## src/alu_fix_pkg.sv

```systemverilog
package alu_fix_pkg;

    // Q6.10 operand and result format
    localparam int DATA_W = 16;          // Operand and result width
    localparam int INT_W  = 6;           // Integer bits incl. sign
    localparam int FRAC_W = 10;          // Fraction bits

    // Signed Q6.10 word
    typedef logic signed [INT_W+FRAC_W-1:0] data_t;

    // 16-bit saturation limits
    localparam data_t DATA_MAX = 16'sh7FFF;
    localparam data_t DATA_MIN = 16'sh8000;

    // Full Q12.20 product of two operands
    localparam int PROD_W = 2 * DATA_W;

    // Q16.20 accumulator
    localparam int ACC_W      = 36;
    localparam int ACC_FRAC_W = 20;      // Same fraction as the product

    typedef logic signed [ACC_W-1:0] acc_t;

    localparam acc_t ACC_MAX = {1'b0, {(ACC_W-1){1'b1}}};   // 2^35 - 1
    localparam acc_t ACC_MIN = {1'b1, {(ACC_W-1){1'b0}}};   // -2^35

    // Half an LSB of the Q6.10 output, seen in the 10 dropped bits
    localparam int ROUND_HALF = 1 << (ACC_FRAC_W - FRAC_W - 1);

endpackage

```

## src/alu_op_pkg.sv

```systemverilog
package alu_op_pkg;

    // Opcode field width
    localparam int INST_W = 4;

    // Instruction set
    // 0011 and 1001 are unused and fall into the zero-result default
    typedef enum logic [INST_W-1:0] {
        OP_ADD    = 4'b0000,   // Saturating add
        OP_SUB    = 4'b0001,   // Saturating subtract
        OP_MAC    = 4'b0010,   // Multiply-accumulate
        OP_GRAY   = 4'b0100,   // Binary to Gray
        OP_LRCW   = 4'b0101,   // Popcount-driven rotate with complement
        OP_ROR    = 4'b0110,   // Right rotate
        OP_CLZ    = 4'b0111,   // Leading-zero count
        OP_MATCH4 = 4'b1000    // Reverse 4-bit window match
    } op_e;

    // One accepted instruction
    typedef struct packed {
        op_e                op;   // Operation
        alu_fix_pkg::data_t a;    // First operand
        alu_fix_pkg::data_t b;    // Second operand, shift amount for ROR
    } alu_req_t;

endpackage

```

## src/alu.sv

```systemverilog
`timescale 1ns/1ps

module alu (
    input  logic                i_clk,
    input  logic                i_rst_n,
    input  logic                i_in_valid,    // Instruction strobe
    output logic                o_busy,
    input  alu_op_pkg::op_e     i_inst,
    input  alu_fix_pkg::data_t  i_data_a,
    input  alu_fix_pkg::data_t  i_data_b,
    output logic                o_out_valid,   // One-cycle result pulse
    output alu_fix_pkg::data_t  o_data
);

    alu_op_pkg::alu_req_t req;
    alu_fix_pkg::data_t   arith_res;
    alu_fix_pkg::data_t   mac_res;
    alu_fix_pkg::data_t   bit_res;
    alu_fix_pkg::data_t   sel_res;
    logic                 accept;       // Instruction taken this edge
    logic                 acc_en;
    logic                 busy_q;       // High in the result cycle
    logic                 out_valid_q;
    alu_fix_pkg::data_t   data_q;

    assign req = '{op: i_inst, a: i_data_a, b: i_data_b};

    // Idle when busy_q is low
    assign accept = i_in_valid && !busy_q;
    assign acc_en = accept && (req.op == alu_op_pkg::OP_MAC);   // MAC state moves only on accept

    alu_sat_arith u_sat_arith (
        .i_a      (req.a),
        .i_b      (req.b),
        .i_sub    (req.op == alu_op_pkg::OP_SUB),
        .o_result (arith_res)
    );

    alu_mac u_mac (
        .i_clk    (i_clk),
        .i_rst_n  (i_rst_n),
        .i_acc_en (acc_en),
        .i_a      (req.a),
        .i_b      (req.b),
        .o_result (mac_res)
    );

    alu_bit_ops u_bit_ops (
        .i_req    (req),
        .o_result (bit_res)
    );

    // Pick by op group, bit ops also cover undefined opcodes
    always_comb begin
        case (req.op)
            alu_op_pkg::OP_ADD,
            alu_op_pkg::OP_SUB: sel_res = arith_res;
            alu_op_pkg::OP_MAC: sel_res = mac_res;
            default:            sel_res = bit_res;
        endcase
    end

    always_ff @(posedge i_clk or negedge i_rst_n) begin
        if (!i_rst_n) begin
            busy_q      <= 1'b0;
            out_valid_q <= 1'b0;
            data_q      <= '0;
        end else begin
            busy_q      <= accept;   // Busy for exactly the result cycle
            out_valid_q <= accept;
            if (accept) begin
                data_q <= sel_res;   // Held until the next accept
            end
        end
    end

    assign o_busy      = busy_q;
    assign o_out_valid = out_valid_q;
    assign o_data      = data_q;

    // Result only appears while the unit refuses new input
    a_valid_busy: assert property (@(posedge i_clk) disable iff (!i_rst_n)
        o_out_valid |-> o_busy);

    a_valid_pulse: assert property (@(posedge i_clk) disable iff (!i_rst_n)
        o_out_valid |=> !o_out_valid);

endmodule

```

## src/alu_bit_ops.sv

```systemverilog
`timescale 1ns/1ps

module alu_bit_ops (
    input  alu_op_pkg::alu_req_t i_req,
    output alu_fix_pkg::data_t   o_result
);

    always_comb begin
        logic [alu_fix_pkg::DATA_W-1:0]   a;       // Operands as plain bit vectors
        logic [alu_fix_pkg::DATA_W-1:0]   b;
        logic [alu_fix_pkg::DATA_W-1:0]   cpop;    // Ones in a, 0 to 16
        logic [alu_fix_pkg::DATA_W-1:0]   lrcw;
        logic [2*alu_fix_pkg::DATA_W-1:0] ror;
        logic [alu_fix_pkg::DATA_W-1:0]   clz;
        logic [alu_fix_pkg::DATA_W-1:0]   match;

        a = i_req.a;
        b = i_req.b;

        // Population count
        cpop = '0;
        for (int i = 0; i < alu_fix_pkg::DATA_W; i++) begin
            cpop = cpop + {{(alu_fix_pkg::DATA_W-1){1'b0}}, a[i]};
        end

        // Shift left cpop times, old MSB comes back inverted at bit 0
        lrcw = b;
        for (int i = 0; i < alu_fix_pkg::DATA_W; i++) begin
            if (alu_fix_pkg::DATA_W'(i) < cpop) begin
                lrcw = {lrcw[alu_fix_pkg::DATA_W-2:0], ~lrcw[alu_fix_pkg::DATA_W-1]};
            end
        end

        // Rotate via doubled word, b of 16 gives a back
        ror = {a, a} >> b;

        // Highest set bit wins, zero input keeps 16
        clz = alu_fix_pkg::DATA_W'(alu_fix_pkg::DATA_W);
        for (int i = 0; i < alu_fix_pkg::DATA_W; i++) begin
            if (a[i]) begin
                clz = alu_fix_pkg::DATA_W'(alu_fix_pkg::DATA_W - 1 - i);
            end
        end

        // Window of a against the mirrored window of b
        match = '0;
        for (int i = 0; i <= alu_fix_pkg::DATA_W - 4; i++) begin
            match[i] = (a[i+:4] == b[alu_fix_pkg::DATA_W-1-i-:4]);
        end

        case (i_req.op)
            alu_op_pkg::OP_GRAY:   o_result = a ^ (a >> 1);
            alu_op_pkg::OP_LRCW:   o_result = lrcw;
            alu_op_pkg::OP_ROR:    o_result = ror[alu_fix_pkg::DATA_W-1:0];
            alu_op_pkg::OP_CLZ:    o_result = clz;
            alu_op_pkg::OP_MATCH4: o_result = match;   // Bits 15..13 stay zero
            default:               o_result = '0;      // Arithmetic and undefined ops
        endcase
    end

endmodule

```

## src/alu_mac.sv

```systemverilog
`timescale 1ns/1ps

module alu_mac (
    input  logic               i_clk,
    input  logic               i_rst_n,
    input  logic               i_acc_en,   // Accumulator update strobe
    input  alu_fix_pkg::data_t i_a,
    input  alu_fix_pkg::data_t i_b,
    output alu_fix_pkg::data_t o_result
);

    alu_fix_pkg::acc_t                        acc_q;      // Q16.20 running sum
    alu_fix_pkg::acc_t                        acc_next;
    logic signed [alu_fix_pkg::PROD_W-1:0]    prod;       // Q12.20 product
    alu_fix_pkg::acc_t                        prod_ext;
    logic signed [alu_fix_pkg::ACC_W:0]       sum;        // Extra bit for overflow
    // Sum with the 10 extra fraction bits dropped, sign taken from the guard bit
    logic signed [alu_fix_pkg::ACC_W-alu_fix_pkg::ACC_FRAC_W+alu_fix_pkg::FRAC_W:0] trunc;
    logic signed [alu_fix_pkg::ACC_W-alu_fix_pkg::ACC_FRAC_W+alu_fix_pkg::FRAC_W+1:0] rounded;
    logic                                     round_up;

    assign prod = $signed({{alu_fix_pkg::DATA_W{i_a[alu_fix_pkg::DATA_W-1]}}, i_a})
                * $signed({{alu_fix_pkg::DATA_W{i_b[alu_fix_pkg::DATA_W-1]}}, i_b});

    assign prod_ext = {{(alu_fix_pkg::ACC_W-alu_fix_pkg::PROD_W){prod[alu_fix_pkg::PROD_W-1]}},
                       prod};

    assign sum = {acc_q[alu_fix_pkg::ACC_W-1], acc_q} + {prod_ext[alu_fix_pkg::ACC_W-1], prod_ext};

    // Accumulator path saturates to 36 bits
    always_comb begin
        if (sum[alu_fix_pkg::ACC_W] == sum[alu_fix_pkg::ACC_W-1]) begin
            acc_next = sum[alu_fix_pkg::ACC_W-1:0];
        end else if (sum[alu_fix_pkg::ACC_W]) begin
            acc_next = alu_fix_pkg::ACC_MIN;
        end else begin
            acc_next = alu_fix_pkg::ACC_MAX;
        end
    end

    // Output path works on the unclamped sum
    assign trunc    = sum[alu_fix_pkg::ACC_W:alu_fix_pkg::ACC_FRAC_W-alu_fix_pkg::FRAC_W];
    assign round_up = sum[alu_fix_pkg::ACC_FRAC_W-alu_fix_pkg::FRAC_W-1:0]
                      >= alu_fix_pkg::ROUND_HALF;                        // Ties go up
    assign rounded  = trunc + $signed({1'b0, round_up});

    // Saturate to Q6.10 when the bits above the sign are not a sign extension
    always_comb begin
        if (!rounded[$high(rounded)] && |rounded[$high(rounded)-1:alu_fix_pkg::DATA_W-1]) begin
            o_result = alu_fix_pkg::DATA_MAX;
        end else if (rounded[$high(rounded)] &&
                     !(&rounded[$high(rounded)-1:alu_fix_pkg::DATA_W-1])) begin
            o_result = alu_fix_pkg::DATA_MIN;
        end else begin
            o_result = rounded[alu_fix_pkg::DATA_W-1:0];
        end
    end

    always_ff @(posedge i_clk or negedge i_rst_n) begin
        if (!i_rst_n) begin
            acc_q <= '0;
        end else if (i_acc_en) begin
            acc_q <= acc_next;   // Clamped value only
        end
    end

    // Top-level busy cycle keeps MAC updates at least two edges apart
    a_acc_en_spaced: assert property (@(posedge i_clk) disable iff (!i_rst_n)
        i_acc_en |=> !i_acc_en);

endmodule

```

## src/alu_sat_arith.sv

```systemverilog
`timescale 1ns/1ps

module alu_sat_arith (
    input  alu_fix_pkg::data_t i_a,
    input  alu_fix_pkg::data_t i_b,
    input  logic               i_sub,     // 1: a - b, 0: a + b
    output alu_fix_pkg::data_t o_result
);

    logic signed [alu_fix_pkg::DATA_W:0] ext_a;    // One guard bit above the sign
    logic signed [alu_fix_pkg::DATA_W:0] ext_b;
    logic signed [alu_fix_pkg::DATA_W:0] sum;

    assign ext_a = {i_a[alu_fix_pkg::DATA_W-1], i_a};
    assign ext_b = {i_b[alu_fix_pkg::DATA_W-1], i_b};

    // 17-bit result cannot wrap
    assign sum = i_sub ? (ext_a - ext_b) : (ext_a + ext_b);

    // Guard bit and sign bit differ only on overflow
    always_comb begin
        if (sum[alu_fix_pkg::DATA_W] == sum[alu_fix_pkg::DATA_W-1]) begin
            o_result = sum[alu_fix_pkg::DATA_W-1:0];   // In range
        end else if (sum[alu_fix_pkg::DATA_W]) begin
            o_result = alu_fix_pkg::DATA_MIN;          // Negative overflow
        end else begin
            o_result = alu_fix_pkg::DATA_MAX;          // Positive overflow
        end
    end

endmodule

```

## config.mk

```make
export PLATFORM = sky130hd
export DESIGN_NAME = alu
export DESIGN_NICKNAME = d
export VERILOG_FILES = /design/src/alu_fix_pkg.sv /design/src/alu_op_pkg.sv /design/src/alu.sv /design/src/alu_bit_ops.sv /design/src/alu_mac.sv /design/src/alu_sat_arith.sv
export SDC_FILE = /design/constraint.sdc
export NUM_CORES = 1
export LEC_CHECK = 0
export ABC_AREA = 1
export BUFFER_PORTS_ARGS = -buffer_cell sky130_fd_sc_hd__buf_2
export CAP_MARGIN = 20
export CORE_MARGIN = 2
export CORE_UTILIZATION = 50
export CTS_CLUSTER_DIAMETER = 200
export DETAILED_ROUTE_END_ITERATION = 12
export GPL_ROUTABILITY_DRIVEN = 0
export MAX_ROUTING_LAYER = met4
export PLACE_DENSITY_LB_ADDON = 0.15
export SLEW_MARGIN = 20
export SYNTH_ARGS = -nofsm -noshare
export SYNTH_HDL_FRONTEND = slang
export SYNTH_SLANG_ARGS = --single-unit
```

## constraint.sdc

```tcl
create_clock -name i_clk -period 8.6 [get_ports i_clk]
set_clock_uncertainty 0.2 [all_clocks]
set_input_delay 1.29 -clock i_clk [delete_from_list [all_inputs] [get_ports i_clk]]
set_output_delay 1.29 -clock i_clk [all_outputs]
set_load 0.01 [all_outputs]
```

==> impl_results.md <==
* Outcome: complete, no violations
* Most frequent cells in the layout: nand2_1, inv_1, nand3_1
* Std-Cell Rows at slightly below 80
* Initial Util at between 50% and 60%
* Critical setup path kind: input port to flop
* CP Launch Type: input port
* # setup viols final at 0
* DRT Pass-1 Iters at 7
* Mapped Nets at ~3,900
* Wire per inst at roughly 19 µm
* CTS max path bufs at 2
* RSZ-0062 raised after global routing: yes
* Die Ht at approximately 220 µm
* Critical Path RT at about 8.6 ns
* Synthesized area at about 23,000 µm²
* Top FF cell, synth: dfrtp_1
* Hold WC Path Type: flop to flop
* Top post-synthesis cells by area: fa_1, nand2_1, nand3_1, ha_1, inv_1
* Crit. End Element: flop
* Initial antenna violation count at 2
* R2R depth at 36
* Seq/Total Area, Yosys at 5.826%
* Post-synth EDFFs at 0
* Routed via count at between 20,000 and 25,000
* CTS tree: built
* Worst R2R Setup Slack at about 1.6 ns
* Critical path data arrival time at around 8.5 ns
* Hold Crit Start: o_data[14]
* Min Tclk post-route at ~8.5 ns
* Final period utilization at between 90 and 100%
* CP max-delay cell: fa_2
* Peak Freq at around 120 MHz
* H-Tree Depth at 2
* Cell taking the most area after synthesis: fa_1
* CP max FO at 5
* Final wirelength at approximately 80,000 µm
* FFs w/ async S/R, synth at 100.0%
* # DRC at 0
* Layout cells sized above 1 at about a fifth
* Clock Sinks at 53
* FF+latch count, synth at 53
* # Max-Cap Violations at 0
* Final HPWL DP at between 60,000 and 70,000 µm
* Clk root buf: clkbuf_16
* Largest net degree at the start of global routing at 54
* Finished Cell Area at between 20,000 and 30,000 µm²
* Clock slew at reported path FFs at approximately 0.07 ns
* First-pass GRT wire length at roughly 120,000 µm
* Worst-Margin Slew at ~1.2 ns
* WHS Path Cells at 2
* Pins over their slew limit at 0
* Worst R2R End: o_data[1]
* Largest stage delay on the critical path at 0.62 ns
* GRT Util Overall at around 34%
* Yosys Warn Count at 0
* Finished Core Util at roughly three fifths
* Num CTS Buffers at 5
* Area delta synth->final at 21.60%
* Final hold viol count at 0
* Die X at about 220 µm
* WP buf/inv at 8
* Yosys cell types at between 60 and 70
* Max-slew headroom at 19.08%
* Worst hold endpoint: o_data[14]
* Vias in the first global route at between 20,000 and 25,000
* Mapped Cells at roughly 3,300
* Placed Instance Area at 25,670 µm²
* Io pins at 57
* Grt ovf at 0
* Most common cell after layout, fill and taps aside: nand2_1
* Share of the synthesized area in the top cell type at approximately 29%
* Synth Area per Inst at between 6 and 7 µm²
* Die ar. at 47,250 µm²
* First DRT Iteration DRCs at about 2,600
* Final ANT Viol Nets at 0
* Worst skew pair latency at roughly 0.32 ns
* Reg-to-reg startpoint: u_mac.acc_q[15]
* Via/cell ratio at about 5.7
* Nets at 4,132
* Core area at about 45,000 µm²
* Port bufs at 56
* Crit-path leading delay family: adder cells
worst max-delay path by stage:
| stage | startpoint | end | slack (ns) | cells past startpoint |
|---|---|---|---|---|
| final | i_data_b[3] | o_data[1] | 0.1 | 38 |
| after global routing | i_data_b[6] | o_data[0] | -0.21 | 41 |
| after CTS | i_data_b[5] | o_data[1] | 0.0007 | 41 |
| after detailed placement | i_data_b[9] | o_data[2] | -0.74 | 37 |
| after global placement | i_data_b[9] | o_data[12] | -0.73 | 37 |
| after floorplan | i_data_b[2] | o_data[5] | 0.04 | 40 |
layout make-up:
cell class	count	area (µm²)
Inverter	664	2504
Timing Repair Buffer	416	3456
Tap cell	600	750.7
Antenna cell	2	5.005
Clock inverter	2	13.76
Fill cell	4091	17500
Multi-Input combinational cell	2431	19490
Sequential cell	53	1326
Clock buffer	6	138.9
synth_stat cells (all sizes together) (22+ instances only):
library cell    n
nor3           22
clkbuf         97
inv           651
nand4          40
fa            329
o21ai          98
nand2         729
buf            46
nand3         535
a21oi         103
ha            193
nor2          157
dfrtp          53
xor2           66
metrics by stage:
| step | std cells | worst slack, ns | hold slack, ns | setup TNS [ns] |
|---|---|---|---|---|
| floorplan | 3289 | 0.03781 | 0.2554 | 0 |
| global placement | 4122 | -0.7290 | 0.2666 | -10.62 |
| detailed placement | 4122 | -0.7402 | 0.2672 | -10.63 |
| CTS | 4144 | 0.0006803 | 0.2858 | 0 |
| global route | 4174 | -0.2107 | 0.3068 | -1.558 |
| finish | 4174 | 0.09868 | 0.2810 | 0 |
state kept, by name, indices dropped and copies added (netlist names):
register     count
o_out_valid      1
o_data          16
u_mac.acc_q     36
repair_timing:
action                                  4_1_cts  5_1_grt
endpoints found under the setup margin       15       16
setup buffers                                13       26
gates resized for setup                      86      318
hold buffers                                  0        0
pin swaps                                    64      157
gates cloned                                  1        2
endpoints found under the hold margin         0        0
metal layers:
metal | share of wire [%] | vias to the layer above | wire, µm | GRT usage [%]
li1 | - | 10970 | - | -
met1 | 43 | 11330 | 33800 | 48.69
met2 | 43 | 1197 | 33240 | 49.07
met3 | 10 | 210 | 7803 | 5.563
met4 | 4.3 | 0 | 3342 | 12.58
met5 | 0 | - | 0 | -
worst reg2reg max path: cells and delay by family (launching register included):
| family | cells | cell delay (ns) |
|---|---|---|
| fa+ha+maj | 6 | 2.90 |
| buf+inv | 8 | 0.59 |
| xor+xnor | 2 | 0.38 |
| flops | 1 | 0.32 |
| simple gates | 18 | 2.32 |
| compound gates | 2 | 0.19 |
logic make-up after synthesis:
logic type,Yosys count,share of synthesized area (%)
flip-flops,53,5.826
XOR/XNOR,83,3.325
buffers and inverters,807,13.64
AO/OA/AOI/OAI,303,8.091
AND/OR/NAND/NOR,1521,29.58
adder cells (fa/ha/maj),522,39.54
Power is left out: the tool's default activity adds up to more than one toggle a clock period on the data nets, which glitch-free logic cannot reach.
